`src/hw/vtu_cfg.svh`:
```
// ~~~~~~~~~~~~~~~~~~~~~~~~~~~~~~~~~~~~~~
// Vertex transform unit configuration
// Widths and constants shared by the
// matrix registers and the pipeline
// ~~~~~~~~~~~~~~~~~~~~~~~~~~~~~~~~~~~~~~
`ifndef VTU_CFG_SVH
`define VTU_CFG_SVH

// Width of one vector or matrix component
`define VTU_DATA_W 32
// Q16.16 fraction bits
`define VTU_FRAC_BITS 16
// 4x4 matrix words
`define VTU_MAT_ENTRIES 16
// AXI4-Lite byte address, 16 words of 4 bytes
`define VTU_AXIL_ADDR_W 6
// Float exponent for a magnitude with no leading zeros (127 + 31 - 16)
`define VTU_FP_EXP_K 142
// Headroom for summing four products
`define VTU_ACC_GUARD 2

`endif

```
`src/hw/vtu_pkg.sv`:
```
// ~~~~~~~~~~~~~~~~~~~~~~~~~~~~~~~~~~~~~~
// Vertex transform unit types
// Fixed-point, float and bus vectors
// ~~~~~~~~~~~~~~~~~~~~~~~~~~~~~~~~~~~~~~
`include "vtu_cfg.svh"

package vtu_pkg;

    // Datapath values
    typedef logic signed [`VTU_DATA_W-1:0] q16_t;
    typedef logic signed [2*`VTU_DATA_W-1:0] product_t;
    typedef logic signed [2*`VTU_DATA_W+`VTU_ACC_GUARD-1:0] acc_t;
    typedef logic [`VTU_DATA_W-1:0] fp32_t;

    // Four components, x in the low word
    typedef logic [4*`VTU_DATA_W-1:0] vec_t;
    // Row-major matrix, entry 0 lowest
    typedef logic [`VTU_MAT_ENTRIES*`VTU_DATA_W-1:0] mat_flat_t;

    // AXI4-Lite fields
    typedef logic [`VTU_AXIL_ADDR_W-1:0] axil_addr_t;
    typedef logic [`VTU_DATA_W-1:0] axil_data_t;
    typedef logic [1:0] axi_resp_t;

    localparam axi_resp_t resp_okay = 2'b00;
    localparam axi_resp_t resp_slverr = 2'b10;

endpackage

```
`src/hw/vtu_matrix_regs.sv`:
```
// ~~~~~~~~~~~~~~~~~~~~~~~~~~~~~~~~~~~~~~
// Matrix register file
// AXI4-Lite write-only slave holding the
// sixteen Q16.16 transform entries
// ~~~~~~~~~~~~~~~~~~~~~~~~~~~~~~~~~~~~~~
`timescale 1ns/1ps
`include "vtu_cfg.svh"

module vtu_matrix_regs (
    input  logic                aclk,
    input  logic                aresetn,
    input  vtu_pkg::axil_addr_t i_s_axi_awaddr,
    input  logic                i_s_axi_awvalid,
    output logic                o_s_axi_awready,
    input  vtu_pkg::axil_data_t i_s_axi_wdata,
    input  logic                i_s_axi_wvalid,
    output logic                o_s_axi_wready,
    output vtu_pkg::axi_resp_t  o_s_axi_bresp,
    output logic                o_s_axi_bvalid,
    input  logic                i_s_axi_bready,
    output vtu_pkg::mat_flat_t  o_mat_flat
);
    import vtu_pkg::*;

    localparam int ADDR_LSB = $clog2(`VTU_DATA_W / 8);

    axil_data_t mat_q [`VTU_MAT_ENTRIES];

    logic       awready_q;
    logic       wready_q;
    logic       bvalid_q;
    logic       aw_held_q;
    logic       w_held_q;
    axil_addr_t awaddr_q;
    axil_data_t wdata_q;

    logic                                aw_take;
    logic                                w_take;
    logic [`VTU_AXIL_ADDR_W-ADDR_LSB-1:0] aw_word;

    assign aw_take = awready_q & i_s_axi_awvalid;
    assign w_take  = wready_q & i_s_axi_wvalid;
    assign aw_word = awaddr_q[`VTU_AXIL_ADDR_W-1:ADDR_LSB];

    // Address and data beats
    always_ff @(posedge aclk) begin
        if (aw_take)
            awaddr_q <= i_s_axi_awaddr;
        if (w_take)
            wdata_q <= i_s_axi_wdata;
    end

    always_ff @(posedge aclk) begin
        if (!aresetn) begin
            for (int i = 0; i < `VTU_MAT_ENTRIES; i++)
                mat_q[i] <= '0;
            awready_q <= 1'b0;
            wready_q  <= 1'b0;
            aw_held_q <= 1'b0;
            w_held_q  <= 1'b0;
            bvalid_q  <= 1'b0;
        end else begin
            // Ready again once the channel is free and no response blocks
            awready_q <= !(aw_held_q || aw_take) && (!bvalid_q || i_s_axi_bready);
            wready_q  <= !(w_held_q || w_take) && (!bvalid_q || i_s_axi_bready);

            if (aw_take)
                aw_held_q <= 1'b1;
            if (w_take)
                w_held_q <= 1'b1;

            // Commit once both halves are in
            if (aw_held_q && w_held_q && !bvalid_q) begin
                mat_q[aw_word] <= wdata_q;
                bvalid_q  <= 1'b1;
                aw_held_q <= 1'b0;
                w_held_q  <= 1'b0;
            end else if (bvalid_q && i_s_axi_bready) begin
                bvalid_q <= 1'b0;
            end
        end
    end

    for (genvar g = 0; g < `VTU_MAT_ENTRIES; g++) begin : g_flat
        assign o_mat_flat[g*`VTU_DATA_W +: `VTU_DATA_W] = mat_q[g];
    end

    assign o_s_axi_awready = awready_q;
    assign o_s_axi_wready  = wready_q;
    assign o_s_axi_bvalid  = bvalid_q;
    assign o_s_axi_bresp   = resp_okay;

endmodule

```
`config.mk`:
```
export PLATFORM = sky130hd
export DESIGN_NAME = vtu_matrix_regs
export DESIGN_NICKNAME = d
export VERILOG_FILES = /design/src/hw/vtu_pkg.sv /design/src/hw/vtu_matrix_regs.sv
export VERILOG_INCLUDE_DIRS = /design/src /design/src/hw
export SDC_FILE = /design/constraint.sdc
export NUM_CORES = 1
export LEC_CHECK = 0
export ABC_AREA = 1
export BUFFER_PORTS_ARGS = -buffer_cell sky130_fd_sc_hd__buf_4
export CORE_AREA = 2 2 217 219
export DETAILED_ROUTE_END_ITERATION = 10
export DIE_AREA = 0 0 219 221
export PLACE_DENSITY_LB_ADDON = 0.3
export RECOVER_POWER = 50
export SETUP_SLACK_MARGIN = 0.05
export SYNTH_ARGS = -nofsm -noshare
export SYNTH_HDL_FRONTEND = slang
export SYNTH_SLANG_ARGS = --single-unit
```
`constraint.sdc`:
```
create_clock -name aclk -period 4.8 [get_ports aclk]
set_input_delay 0.48 -clock aclk [delete_from_list [all_inputs] [get_ports aclk]]
set_output_delay 0.48 -clock aclk [all_outputs]
set_load 0.03 [all_outputs]
```
==> flow_summary_export.csv <==
group,metric,value,unit
synthesis,syn_area,0.0198,mm^2
floorplan,core_area,0.0461,mm^2
worst_setup_path,worstSetupStartpointType,"flip-flop",
outcome,violations,"max-capacitance violations, max-slew violations",
drt,detail_route.iter0.violations,1147,
sta,fin_ws,1070,ps
synthesis,ys_warn_count,0,
drt,wl_met1,23.2,mm
sta,setup_tns,0,ps
power,ir_drop,0.322,mV
worst_setup_path,cp.required,4960,ps
cells_and_area,fillers,4254,
sta,min_period_over_period,77.7,%
drt,vias_per_cell,5.12,
clock_tree,clkTransAtPathRegs,60,ps
worst_setup_path,critical_path_arrival,3890,ps
clock_tree,cts_hold_buf,0,
clock_tree,cts_tree,"yes",
placed_design,place_area,0.0243,mm^2
clock_tree,clockBufferDepth,3,
drt,dr_wl_met3,7.94,mm
grt,track_usage,25.3,%
sta,fin_skew,19.1,ps
drt,drcViolationCount,0,
synthesis,synth-simple-area-share,12.4,%
floorplan,fp-row-count,79,
synthesis,synthMuxAreaShare,0,%
grt,antenna_found_initial,2,
drt,first_pass_iters,5,
outcome,status,"finished with violations",
sta,slew_headroom,-49.5,%
placed_design,dp_worst_setup_slack,1600,ps
drt,met2WireLength,30.1,mm
synthesis,synth_seq_cells,553,
clock_tree,post_cts_resized,0,
synthesis,synth_top_family_by_area,"simple AND/OR/NAND/NOR gates",
floorplan,initial_core_util,42.9,%
drt,ant_nets,0,
floorplan,io_pins,560,
sta,setup_violations,0,
sta,worst_slew_pin_slew,2240,ps
sta,timing.fmax,268,MHz
power,total_power,10.3,mW
drt,top_layer_used,"met4",
synthesis,synth_cells,1274,
grt,grt-ovfl-total,0,
synthesis,synthAdderAreaFrac,0,%
synthesis,synth_compound_area_share,0.101,%
clock_tree,clk_latency,590,ps
clock_tree,ctsHtreeMaxLevel,2,
sta,hold_viol,0,
drt,wl_per_cell,25.6,um
floorplan,die-height,221,um
sta,fin_hold_ws,81.7,ps
drt,vias,12600,
cells_and_area,layout_common_cells,"548 x edfxtp_1, 529 x clkbuf_1, 408 x nor2_1, 96 x nor3_1, 55 x clkbuf_16",
grt,grt_pass1_vias,12100,
power,p_leak,8.72,nW
sta,slew_viol_final,100,
floorplan,die_w,219,um
worst_setup_path,crit_fanout,33,
placed_design,port_buffers,555,
clock_tree,clock_sinks,553,
clock_tree,cts_made_buffers,54,
worst_setup_path,path_class,"flip-flop to flip-flop",
grt,grt_pass1_wl,86.3,mm
placed_design,hpwlAfterDp,41.3,mm
worst_hold_path,worst_hold_path_type,"input pin to flip-flop",
sta,min_period,3730,ps
cells_and_area,final_common_cell,"edfxtp_1",
clock_tree,cts_root_buf,"clkbuf_16",
synthesis,syn_avg_cell_area,15.5,um^2
worst_setup_path,worst_setup_path_end_kind,"flip-flop",
cells_and_area,layout-drive-gt1-share,9.46,%
clock_tree,postCtsSetupRepairBufs,0,
drt,wirelength,63.0,mm
job,drv_cap,3,
sta,rsz0062_at_grt,"no",
floorplan,design.die.area,0.0484,mm^2
synthesis,ys_types,21,
placed_design,place_congestion,0.780,
cells_and_area,synthToLayoutAreaGrowth,21.2,%
cells_and_area,post-route-cell-area,0.0240,mm^2
cells_and_area,finalNetCount,1849,
synthesis,yosysSeqAreaShare,83.7,%
grt,grt_max_degree,41,
power,power_density,430,mW/mm^2
synthesis,synth_xor_area_share,0,%
## flip-flops by register name (all words and copies together) (netlist names)
signal / flops
w_held_q: 1
o_s_axi_awready: 1
aw_held_q: 1
wdata_q: 32
o_s_axi_wready: 1
mat_q: 512
awaddr_q: 4
o_s_axi_bvalid: 1
## Yosys cell counts
master	count	area (um^2)
nand2_1	30	113
nor2_4	1	11.3
inv_2	1	3.75
nor2_2	29	181
nand2_4	10	113
dfxtp_1	5	100
edfxtp_1	548	16500
nor2_1	408	1530
buf_1	25	93.8
clkbuf_1	32	120
o21ai_0	4	20.0
buf_6	23	259
nand4_1	1	6.26
or2_2	1	6.26
nor3_1	96	480
buf_8	1	15.0
nand3_1	1	5.00
buf_4	9	67.6
conb_1	1	3.75
buf_2	5	25.0
inv_1	43	161
## worst max-delay path, cell delays in order, from the launching register on
cell	delay (ps)
edfxtp_1	420
nor2_1	240
nand2_1	90
clkbuf_2	520
o21ai_0	350
clkbuf_1	1620
## cell type report
type	count	area [um^2]	share of cell area, %
Clock inverter	34	245	1.02
Multi-Input combinational cell	583	2480	10.3
Tap cell	607	759	3.17
Sequential cell	553	16600	69.1
Timing Repair Buffer	570	2330	9.73
Clock buffer	66	1420	5.92
Antenna cell	2	5.00	0.0209
Inverter	44	165	0.689
## layer usage
layer  track usage (%)  vias up
met5                 0        -
met4              7.74        0
met3              8.98      112
met2              41.3      814
met1              31.6     6191
li1                  -     5470
## final timing paths
kind	from	endpoint	slack, ps	depth (start not counted)
setup / recovery	awaddr_q[4]	mat_q[0][18]	1070	5
hold / removal	i_s_axi_wdata[1]	wdata_q[1]	80	1
setup reg to reg	awaddr_q[4]	mat_q[0][18]	1070	5
hold reg to reg	w_held_q	o_s_axi_wready	560	3
## power breakdown
| part | internal, mW | leakage [nW] | switching [mW] |
|---|---|---|---|
| registers | 5.47 | 5.66 | 0.0601 |
| logic | 0.0896 | 2.24 | 0.643 |
| clock network | 2.26 | 0.809 | 1.78 |
## logic make-up after synthesis
| logic type | Yosys count |
|---|---|
| AOI/OAI and AO/OA | 4 |
| buffers and inverters | 139 |
| DFF | 553 |
| other | 1 |
| and+or+nand+nor | 577 |
## stage by stage
stage               std cells  utilization (%)
finish                   2459             52.0
global route             2459             52.0
CTS                      2457             56.4
detailed placement       2357             52.8
floorplan                1275                -
global placement         2357             52.8
(Power assumes the default switching activity.)
